$ cat src/verilog/safety_ctrl_config.svh
////////////////////////////////////////////////////////////////////////////
// Safety controller configuration
// Cluster size and the safe-configuration codes seen on safe_cfg_i
////////////////////////////////////////////////////////////////////////////

`ifndef SAFETY_CTRL_CONFIG_SVH
`define SAFETY_CTRL_CONFIG_SVH

// Harts in the cluster, sizes every per-hart vector
`define SC_NHARTS 3

// Safe-configuration codes
// 2'b10 and 2'b11 belong to the redundant pair mode, which this
// controller does not implement; the sequencer stays in idle for them
`define SC_CFG_SINGLE 2'b00
`define SC_CFG_TMR    2'b01

`endif
$ cat src/verilog/safety_ctrl_pkg.sv
////////////////////////////////////////////////////////////////////////////
// Safety controller types
// State encodings of the three FSMs and the packed status and request
// bundles shared between the blocks
////////////////////////////////////////////////////////////////////////////

`include "safety_ctrl_config.svh"

package safety_ctrl_pkg;

  // General mode sequencer
  typedef enum logic [2:0] {
    RESET,
    BOOT,
    IDLE,
    SINGLE_MODE,
    TMR_MODE
  } mode_state_e;

  // Single-mode run controller
  typedef enum logic [2:0] {
    SINGLE_RESET,
    SINGLE_IDLE,
    SINGLE_START,
    SINGLE_RUN,
    SINGLE_SYNC_OFF
  } single_state_e;

  // One TMR lane
  typedef enum logic [2:0] {
    TMR_RESET,
    TMR_IDLE,
    TMR_START,
    TMR_BOOT,
    TMR_SYNC,
    TMR_SYNCINTC,
    TMR_SWSYNC
  } tmr_state_e;

  // Per-hart feedback from the cluster
  typedef struct packed {
    logic [`SC_NHARTS-1:0] halt_ack;
    logic [`SC_NHARTS-1:0] wfi;
    logic [`SC_NHARTS-1:0] intc_ack;
  } hart_status_t;

  // Cluster-wide levels
  typedef struct packed {
    logic single_bus;
    logic voter_en;
    logic start_boot;
    logic ext_dbg_en;
  } mode_flags_t;

  // Levels requested by one TMR lane
  typedef struct packed {
    logic halt;
    logic resync_irq;
    logic single_bus;
    logic voter_en;
    logic start_boot;
    logic in_sync;
  } lane_req_t;

endpackage

$ cat src/verilog/safety_ctrl_top.sv
////////////////////////////////////////////////////////////////////////////
// Safety-mode controller
// Sequencer, single-mode controller, one TMR lane per hart and the error
// filter; lane requests are merged into the cluster outputs here
////////////////////////////////////////////////////////////////////////////

`include "safety_ctrl_config.svh"

module safety_ctrl_top
  import safety_ctrl_pkg::*;
(
  input  logic                  clk_i,
  input  logic                  rst_ni,

  input  hart_status_t          hart_status_i,
  input  logic [`SC_NHARTS-1:0] master_core_i,
  input  logic [1:0]            safe_cfg_i,
  input  logic                  start_i,
  input  logic                  end_sw_routine_i,
  input  logic                  tmr_error_i,
  input  logic                  tmr_critical_i,

  output mode_flags_t           flags_o,
  output logic [`SC_NHARTS-1:0] halt_o,
  output logic [`SC_NHARTS-1:0] resync_o
);

  logic single_act, tmr_act;
  logic seq_boot, seq_idle;
  logic single_idle;
  logic tmr_all_idle, any_in_sync;
  logic tmr_err;

  logic [`SC_NHARTS-1:0] single_halt;

  lane_req_t             lane_req [`SC_NHARTS];
  logic [`SC_NHARTS-1:0] lane_halt, lane_resync, lane_bus;
  logic [`SC_NHARTS-1:0] lane_voter, lane_boot, lane_sync;

  ////////////////////////////////////////////////////////////////////////////
  // Blocks
  ////////////////////////////////////////////////////////////////////////////

  mode_sequencer u_mode_sequencer (
    .clk_i          (clk_i),
    .rst_ni         (rst_ni),
    .safe_cfg_i     (safe_cfg_i),
    .start_i        (start_i),
    .wfi_i          (hart_status_i.wfi),
    .single_idle_i  (single_idle),
    .tmr_all_idle_i (tmr_all_idle),
    .single_act_o   (single_act),
    .tmr_act_o      (tmr_act),
    .boot_o         (seq_boot),
    .idle_o         (seq_idle)
  );

  single_run_ctrl u_single_run_ctrl (
    .clk_i            (clk_i),
    .rst_ni           (rst_ni),
    .single_act_i     (single_act),
    .start_i          (start_i),
    .end_sw_routine_i (end_sw_routine_i),
    .status_i         (hart_status_i),
    .master_core_i    (master_core_i),
    .single_idle_o    (single_idle),
    .halt_o           (single_halt)
  );

  for (genvar g = 0; g < `SC_NHARTS; g++) begin : g_lane
    tmr_lane_ctrl #(
      .LANE (g)
    ) u_tmr_lane_ctrl (
      .clk_i            (clk_i),
      .rst_ni           (rst_ni),
      .tmr_act_i        (tmr_act),
      .start_i          (start_i),
      .end_sw_routine_i (end_sw_routine_i),
      .status_i         (hart_status_i),
      .tmr_err_i        (tmr_err),
      .req_o            (lane_req[g])
    );

    assign lane_halt[g]   = lane_req[g].halt;
    assign lane_resync[g] = lane_req[g].resync_irq;
    assign lane_bus[g]    = lane_req[g].single_bus;
    assign lane_voter[g]  = lane_req[g].voter_en;
    assign lane_boot[g]   = lane_req[g].start_boot;
    assign lane_sync[g]   = lane_req[g].in_sync;
  end

  tmr_error_filter u_tmr_error_filter (
    .clk_i         (clk_i),
    .rst_ni        (rst_ni),
    .tmr_error_i   (tmr_error_i),
    .critical_i    (tmr_critical_i),
    .any_in_sync_i (any_in_sync),
    .err_o         (tmr_err)
  );

  ////////////////////////////////////////////////////////////////////////////
  // Merge
  ////////////////////////////////////////////////////////////////////////////

  // A lane holds the single bus in every state but idle and reset
  assign tmr_all_idle = ~|lane_bus;
  assign any_in_sync  = |lane_sync;

  always_comb begin
    flags_o.single_bus = seq_boot | (|lane_bus);
    flags_o.voter_en   = seq_boot | (|lane_voter);
    flags_o.start_boot = single_act | (|lane_boot);
    flags_o.ext_dbg_en = seq_idle;
  end

  assign halt_o   = lane_halt | single_halt;
  assign resync_o = lane_resync;

endmodule

$ cat src/verilog/tmr_error_filter.sv
////////////////////////////////////////////////////////////////////////////
// TMR error filter
// Passes voter errors to the lanes; inside a critical section only a
// second separate rising edge gets through
////////////////////////////////////////////////////////////////////////////

module tmr_error_filter (
  input  logic clk_i,
  input  logic rst_ni,

  input  logic tmr_error_i,
  input  logic critical_i,     // Software in a critical section
  input  logic any_in_sync_i,  // Some lane in TMR_SYNC

  output logic err_o
);

  logic err_prev_q;
  logic err_tog_q;
  logic err_rise;

  assign err_rise = tmr_error_i & ~err_prev_q;

  always_ff @(posedge clk_i or negedge rst_ni) begin
    if (!rst_ni) begin
      err_prev_q <= 1'b0;
      err_tog_q  <= 1'b0;
    end else begin
      err_prev_q <= tmr_error_i;
      if (!any_in_sync_i) begin
        err_tog_q <= 1'b0;         // Recovery or idle clears the count
      end else if (err_rise) begin
        err_tog_q <= ~err_tog_q;
      end
    end
  end

  // Outside critical section any error counts
  assign err_o = critical_i ? (err_rise & err_tog_q)
                            : (tmr_error_i | err_tog_q);

endmodule

$ cat src/verilog/tmr_lane_ctrl.sv
////////////////////////////////////////////////////////////////////////////
// TMR lane controller
// Halts and boots one hart, runs it in lockstep and drives the software
// resynchronisation handshake after a voter error
////////////////////////////////////////////////////////////////////////////

`include "safety_ctrl_config.svh"

module tmr_lane_ctrl
  import safety_ctrl_pkg::*;
#(
  parameter int unsigned LANE = 0  // Hart driven by this lane
) (
  input  logic         clk_i,
  input  logic         rst_ni,

  input  logic         tmr_act_i,
  input  logic         start_i,
  input  logic         end_sw_routine_i,

  input  hart_status_t status_i,
  input  logic         tmr_err_i,  // Filtered voter error

  output lane_req_t    req_o
);

  tmr_state_e state_q, state_d;

  logic all_wfi;
  logic all_intc_ack;
  logic no_intc_ack;

  assign all_wfi      = (status_i.wfi == '1);
  assign all_intc_ack = (status_i.intc_ack == '1);
  assign no_intc_ack  = (status_i.intc_ack == '0);

  always_ff @(posedge clk_i or negedge rst_ni) begin
    if (!rst_ni) begin
      state_q <= TMR_RESET;
    end else begin
      state_q <= state_d;
    end
  end

  ////////////////////////////////////////////////////////////////////////////
  // Next state
  ////////////////////////////////////////////////////////////////////////////

  always_comb begin
    state_d = state_q;

    case (state_q)
      TMR_RESET: state_d = TMR_IDLE;

      TMR_IDLE: begin
        if (tmr_act_i && start_i) state_d = TMR_START;
      end

      // Own hart only for halt and boot
      TMR_START: if (status_i.halt_ack[LANE]) state_d = TMR_BOOT;
      TMR_BOOT:  if (!status_i.halt_ack[LANE]) state_d = TMR_SYNC;

      TMR_SYNC: begin
        if (all_wfi && end_sw_routine_i) begin
          state_d = TMR_IDLE;
        end else if (tmr_err_i) begin
          state_d = TMR_SYNCINTC;
        end
      end

      // Software recovery, whole cluster must take the interrupt
      TMR_SYNCINTC: if (all_intc_ack) state_d = TMR_SWSYNC;
      TMR_SWSYNC:   if (no_intc_ack) state_d = TMR_SYNC;

      default: state_d = TMR_IDLE;
    endcase
  end

  ////////////////////////////////////////////////////////////////////////////
  // Outputs
  ////////////////////////////////////////////////////////////////////////////

  always_comb begin
    req_o = '0;

    case (state_q)
      TMR_START, TMR_BOOT: begin
        req_o.halt       = (state_q == TMR_START);
        req_o.single_bus = 1'b1;
        req_o.voter_en   = 1'b1;
        req_o.start_boot = 1'b1;
      end
      TMR_SYNC: begin
        req_o.single_bus = 1'b1;
        req_o.voter_en   = 1'b1;
        req_o.in_sync    = 1'b1;
      end
      TMR_SYNCINTC, TMR_SWSYNC: begin
        req_o.resync_irq = 1'b1;
        req_o.single_bus = 1'b1;
        req_o.voter_en   = 1'b1;
      end
      default: begin
      end
    endcase
  end

endmodule

$ cat src/verilog/single_run_ctrl.sv
////////////////////////////////////////////////////////////////////////////
// Single-mode run controller
// Halts the master hart, lets it run and stops on software end or on
// removal of the external start
////////////////////////////////////////////////////////////////////////////

`include "safety_ctrl_config.svh"

module single_run_ctrl
  import safety_ctrl_pkg::*;
(
  input  logic                  clk_i,
  input  logic                  rst_ni,

  input  logic                  single_act_i,
  input  logic                  start_i,
  input  logic                  end_sw_routine_i,

  input  hart_status_t          status_i,
  input  logic [`SC_NHARTS-1:0] master_core_i,  // One-hot

  output logic                  single_idle_o,
  output logic [`SC_NHARTS-1:0] halt_o
);

  single_state_e state_q, state_d;

  always_ff @(posedge clk_i or negedge rst_ni) begin
    if (!rst_ni) begin
      state_q <= SINGLE_RESET;
    end else begin
      state_q <= state_d;
    end
  end

  always_comb begin
    state_d = state_q;

    case (state_q)
      SINGLE_RESET: state_d = SINGLE_IDLE;

      SINGLE_IDLE: begin
        if (single_act_i && start_i && !end_sw_routine_i) state_d = SINGLE_START;
      end

      SINGLE_START: begin
        // Wait for the master alone to acknowledge the halt
        if (status_i.halt_ack == master_core_i) state_d = SINGLE_RUN;
      end

      SINGLE_RUN: begin
        if (end_sw_routine_i && status_i.wfi == '1) begin
          state_d = SINGLE_IDLE;      // Software stop
        end else if (!start_i && status_i.halt_ack == '0 && !end_sw_routine_i) begin
          state_d = SINGLE_SYNC_OFF;  // External stop
        end
      end

      SINGLE_SYNC_OFF: begin
        if (status_i.wfi == '0) state_d = SINGLE_IDLE;
      end

      default: state_d = SINGLE_IDLE;
    endcase
  end

  assign single_idle_o = (state_q == SINGLE_IDLE);
  assign halt_o        = (state_q == SINGLE_START) ? master_core_i : '0;

endmodule

$ cat src/verilog/mode_sequencer.sv
////////////////////////////////////////////////////////////////////////////
// Mode sequencer
// General FSM of the cluster: boot, idle, then single or TMR operation
////////////////////////////////////////////////////////////////////////////

`include "safety_ctrl_config.svh"

module mode_sequencer
  import safety_ctrl_pkg::*;
(
  input  logic                  clk_i,
  input  logic                  rst_ni,

  input  logic [1:0]            safe_cfg_i,
  input  logic                  start_i,
  input  logic [`SC_NHARTS-1:0] wfi_i,

  input  logic                  single_idle_i,   // Single controller parked
  input  logic                  tmr_all_idle_i,  // Every lane parked

  output logic                  single_act_o,
  output logic                  tmr_act_o,
  output logic                  boot_o,
  output logic                  idle_o
);

  mode_state_e state_q, state_d;

  always_ff @(posedge clk_i or negedge rst_ni) begin
    if (!rst_ni) begin
      state_q <= RESET;
    end else begin
      state_q <= state_d;
    end
  end

  ////////////////////////////////////////////////////////////////////////////
  // Next state
  ////////////////////////////////////////////////////////////////////////////

  always_comb begin
    state_d = state_q;

    case (state_q)
      RESET: begin
        state_d = BOOT;
      end

      BOOT: begin
        // Harts parked in wfi after their boot code
        if (wfi_i == '1) state_d = IDLE;
      end

      IDLE: begin
        if (start_i) begin
          case (safe_cfg_i)
            `SC_CFG_TMR:    state_d = TMR_MODE;
            `SC_CFG_SINGLE: state_d = SINGLE_MODE;
            default:        state_d = IDLE;  // Unsupported codes
          endcase
        end
      end

      SINGLE_MODE: begin
        if (!start_i && single_idle_i) state_d = IDLE;
      end

      TMR_MODE: begin
        if (!start_i && tmr_all_idle_i) state_d = IDLE;
      end

      default: begin
        state_d = IDLE;
      end
    endcase
  end

  // Moore levels
  assign single_act_o = (state_q == SINGLE_MODE);
  assign tmr_act_o    = (state_q == TMR_MODE);
  assign boot_o       = (state_q == BOOT);
  assign idle_o       = (state_q == IDLE);

endmodule

$ cat config.mk
export PLATFORM = sky130hd
export DESIGN_NAME = safety_ctrl_top
export DESIGN_NICKNAME = d
export VERILOG_FILES = /design/src/verilog/safety_ctrl_pkg.sv /design/src/verilog/safety_ctrl_top.sv /design/src/verilog/tmr_error_filter.sv /design/src/verilog/tmr_lane_ctrl.sv /design/src/verilog/single_run_ctrl.sv /design/src/verilog/mode_sequencer.sv
export VERILOG_INCLUDE_DIRS = /design/src /design/src/verilog
export SDC_FILE = /design/constraint.sdc
export NUM_CORES = 1
export LEC_CHECK = 0
export BUFFER_PORTS_ARGS = -buffer_cell sky130_fd_sc_hd__buf_2
export CAP_MARGIN = 20
export CELL_PAD_IN_SITES_DETAIL_PLACEMENT = 1
export CELL_PAD_IN_SITES_GLOBAL_PLACEMENT = 2
export CORE_UTILIZATION = 35
export CTS_CLUSTER_SIZE = 16
export DETAILED_ROUTE_END_ITERATION = 10
export PLACE_DENSITY_LB_ADDON = 0.1
export SYNTH_ARGS = -nofsm -noshare
export SYNTH_HDL_FRONTEND = slang
export SYNTH_HIERARCHICAL = 1
export SYNTH_SLANG_ARGS = --single-unit
export TNS_END_PERCENT = 10
$ cat constraint.sdc
create_clock -name clk_i -period 4.08 [get_ports clk_i]
set_clock_uncertainty 0.2 [all_clocks]
set_input_delay 0.204 -clock clk_i [delete_from_list [all_inputs] [get_ports clk_i]]
set_output_delay 0.204 -clock clk_i [all_outputs]
set_load 0.01 [all_outputs]
==> metrics.md <==
| Metric | Value |
|---|---|
| Mapped Nets | `approximately 190` |
| Crit path depth | `4` |
| Placement Cell Area | `approximately 0.0016 mm^2` |
| Initial antenna violation count | `0` |
| Synth cell count leaders | `17 x dfrtp_1, 16 x nor2b_1, 13 x o21ai_0` |
| Worst Hold End | `u_mode_sequencer/state_q[2]$_DFFE_PN0P_` |
| Worst VDD drop | `roughly 0.26 mV` |
| Main flop type after synthesis | `dfrtp_1` |
| YS warnings | `6` |
| Max stage delay on crit path | `540 ps` |
| Clk root buf | `clkbuf_8` |
| Fillers | `just over 500` |
| Die height | `67.6 um` |
| Dominant cells by area after synthesis | `dfrtp_1 28%, nor2b_1 6.6%, o21ai_0 4.3%` |
| Worst r2r src | `g_lane[0].u_tmr_lane_ctrl/state_q[2]$_DFFE_PN0P_` |
| Area fraction of the dominant cell type after synthesis | `between 20% and 30%` |
| CP cell instances | `nand2_1 -> mux2_2 -> or4_1 -> buf_2` |
| CORE AREA | `slightly above 0.004 mm^2` |
| Cts bufs inserted | `3` |
| CTS Sinks | `17` |
| Tot Pwr | `about 0.00094 W` |
| Final hold violations | `0` |
| Layout cells sized above 1 | `a little over a quarter` |
| WP buf/inv | `1` |
| Total Wirelength | `approximately 4000 um` |
| Initial DRT Pass Iterations | `4` |
| Leading area contributor after synthesis | `dfrtp_1` |
| Worst hold path cell count | `3` |
| Vias/cell | `between 5 and 6` |
| Initial detailed-routing violation count | `~120` |
| Post-route cell area | `around 0.0017 mm^2` |
| NumNets Final | `215` |
| Count leader, synth | `dfrtp_1` |
| # resized after CTS | `0` |
| Setup_tns | `0 ps` |
| Worst-path clk slew | `about 80 ps` |
| Area grow syn2layout | `11.5%` |
| P per Cell Area | `between 500 and 600 mW/mm^2` |
| H-tree levels | `1` |
| Worst endpoint required time | `between 3000 and 4000 ps` |
| RSZ-0062 raised after global routing | `false` |
| Largest net degree at the start of global routing | `18` |
| Top delay family on crit path | `simple AND/OR/NAND/NOR gates` |
| Final HPWL DP | `3160 um` |
| Worst setup path class | `register to output port` |
| Worst Path Max Fanout | `11` |
| Rel. slew slack | `a little under three quarters` |
| FF-to-FF End | `u_mode_sequencer/state_q[0]$_DFFE_PN0P_` |
| Post-synth EDFFs | `0` |
| Crit. End Element | `output port` |
| Flop-to-flop setup slack | `2000 ps` |
| Fin crit period | `2280 ps` |
| Min-delay src | `safe_cfg_i[0]` |
| Leakage | `between 0.7 and 0.8 nW` |
| Syn Area/Cell | `between 8 and 9 um^2` |
| CTS Buffer Depth | `2` |
| PortBufs | `29` |
| HP Class | `input pin to register` |
| CTS tree | `yes` |
| DR DRC count | `0` |
| Mapped Cells | `between 150 and 200` |
| Row cnt | `23` |
| First-pass GRT wire length | `about 6600 um` |
| Antenna diode count | `0` |
| Flops & latches, synth | `17` |
| # IOs | `30` |
| Distinct cells, synth | `50` |
| Critical Path Start Type | `register` |
| Global placement routability congestion | `roughly 0.77` |
| Run status | `finished, final reports clean` |
| Clock Latency Late Sink | `~250 ps` |
| Critical path's slowest cell | `dfrtp_1` |
| DIE AREA | `0.00457 mm^2` |
| Critical path arrival | `approximately 1900 ps` |
| Reg2Reg Depth | `7` |
| Die width | `slightly below 70 um` |
| # Max-Cap Violations | `0` |
| Vias | `1368` |
| Seq/Total Area, Yosys | `between 20% and 30%` |
| Fmax | `between 400 and 500 MHz` |
| Antenna viol nets, final | `0` |
| Initial core utilization | `a little under two fifths` |
| Wire per inst | `roughly 17 um` |
| Max-slew violations | `0` |
| Slew @ Worst Pin | `around 430 ps` |
| Setup Viol. Count Final | `0` |
| Number of global-route vias before repair | `around 1400` |
| Post-Synthesis Cell Area | `between 0.0015 and 0.002 mm^2` |
| Ys async rst share | `100%` |
| Total Routing Usage GR | `around 20%` |
| Final worst-path cycle share | `56.0%` |
| Grt ovf | `0` |
through the flow:
step	cells	setup slack [ps]	utilization [%]	hold WS (ps)
after floorplan	171	2070	-	-292
after CTS	244	1780	41.4	85.9
after global placement	238	2080	39.7	-40.7
after global routing	244	1720	41.4	116
after detailed placement	238	1970	39.7	-36.1
final	244	1800	41.4	88.5
sequential cells by signal, indices dropped and copies added (netlist names):
register                        cells
g_lane.u_tmr_lane_ctrl/state_q      9
u_mode_sequencer/state_q            3
u_single_run_ctrl/state_q           3
u_tmr_error_filter/err_prev_q       1
u_tmr_error_filter/err_tog_q        1
cells in the final DEF, fill, tap and decap left out, drive strengths merged, types with 3 or more instances in the layout:
cell and count:
buf 29, xnor2 3, clkbuf 3, nor2b 16
nand2 10, or4 5, mux2 3, nand3b 4
dfrtp 17, nand2b 10, and2 6, nand4 4
nand3 9, nor3b 6, a21oi 3, o21a 5
o21ai 13, inv 6, or2 3, nor2 6
repair_timing:
item | in CTS | in global routing
hold buffers | 2 | 0
setup buffers | 0 | 0
hold endpoints to repair | 18 | 0
worst reg2reg max path: cells and delay by family (launching register included):
kind / cells / cell delay (ps)
AO/OA/AOI/OAI: 1 / 120
flip-flops: 1 / 540
multiplexers: 2 / 610
AND/OR/NAND/NOR: 4 / 490
where the power goes:
group          switching, W  internal, W  leakage (nW)
logic              0.000219     0.000239         0.486
clock network     0.0000654    0.0000679        0.0255
registers          0.000125     0.000220         0.208
total              0.000409     0.000527         0.719
how the worst max path moves through the flow:
stage	end	start	slack, ps
after global routing	flags_o[3]	g_lane[0].u_tmr_lane_ctrl/state_q[2]$_DFFE_PN0P_	1720
final	flags_o[3]	g_lane[0].u_tmr_lane_ctrl/state_q[2]$_DFFE_PN0P_	1800
after floorplan	u_mode_sequencer/state_q[0]$_DFFE_PN0P_	g_lane[0].u_tmr_lane_ctrl/state_q[1]$_DFFE_PN0P_	2070
after detailed placement	u_mode_sequencer/state_q[0]$_DFFE_PN0P_	g_lane[0].u_tmr_lane_ctrl/state_q[2]$_DFFE_PN0P_	1970
after global placement	u_mode_sequencer/state_q[0]$_DFFE_PN0P_	g_lane[0].u_tmr_lane_ctrl/state_q[1]$_DFFE_PN0P_	2080
after CTS	flags_o[3]	g_lane[0].u_tmr_lane_ctrl/state_q[2]$_DFFE_PN0P_	1780
area by class of cell:
type                            instances  area, um^2  share of cell area [%]
Tap cell                               50        62.6                    3.73
Multi-Input combinational cell        136         957                    57.0
Inverter                                6        22.5                    1.34
Clock buffer                            3        41.3                    2.46
Timing Repair Buffer                   31         165                    9.84
Sequential cell                        17         425                    25.3
Clock inverter                          1        5.00                   0.298
cell families (layout without fill, tap and decap cells):
| family | after synthesis | count (layout) | synth area share [%] |
|---|---|---|---|
| DFF | 17 | 17 | 28.2 |
| AOI/OAI and AO/OA | 39 | 39 | 19.9 |
| and+or+nand+nor | 88 | 88 | 37.8 |
| buffers and inverters | 18 | 41 | 8.22 |
| xor gates and xnor gates | 4 | 4 | 2.33 |
| muxes | 5 | 5 | 3.57 |
metal layers:
layer  track usage [%]  vias to the layer above  share of wire, %
li1                  -                      668                 -
met1              26.3                      674                50
met2              32.5                       24                46
met3              2.36                        2               3.2
met4              5.59                        0              0.52
met5                 0                        -                 0
Note: power is estimated with default switching activity, not from simulation.
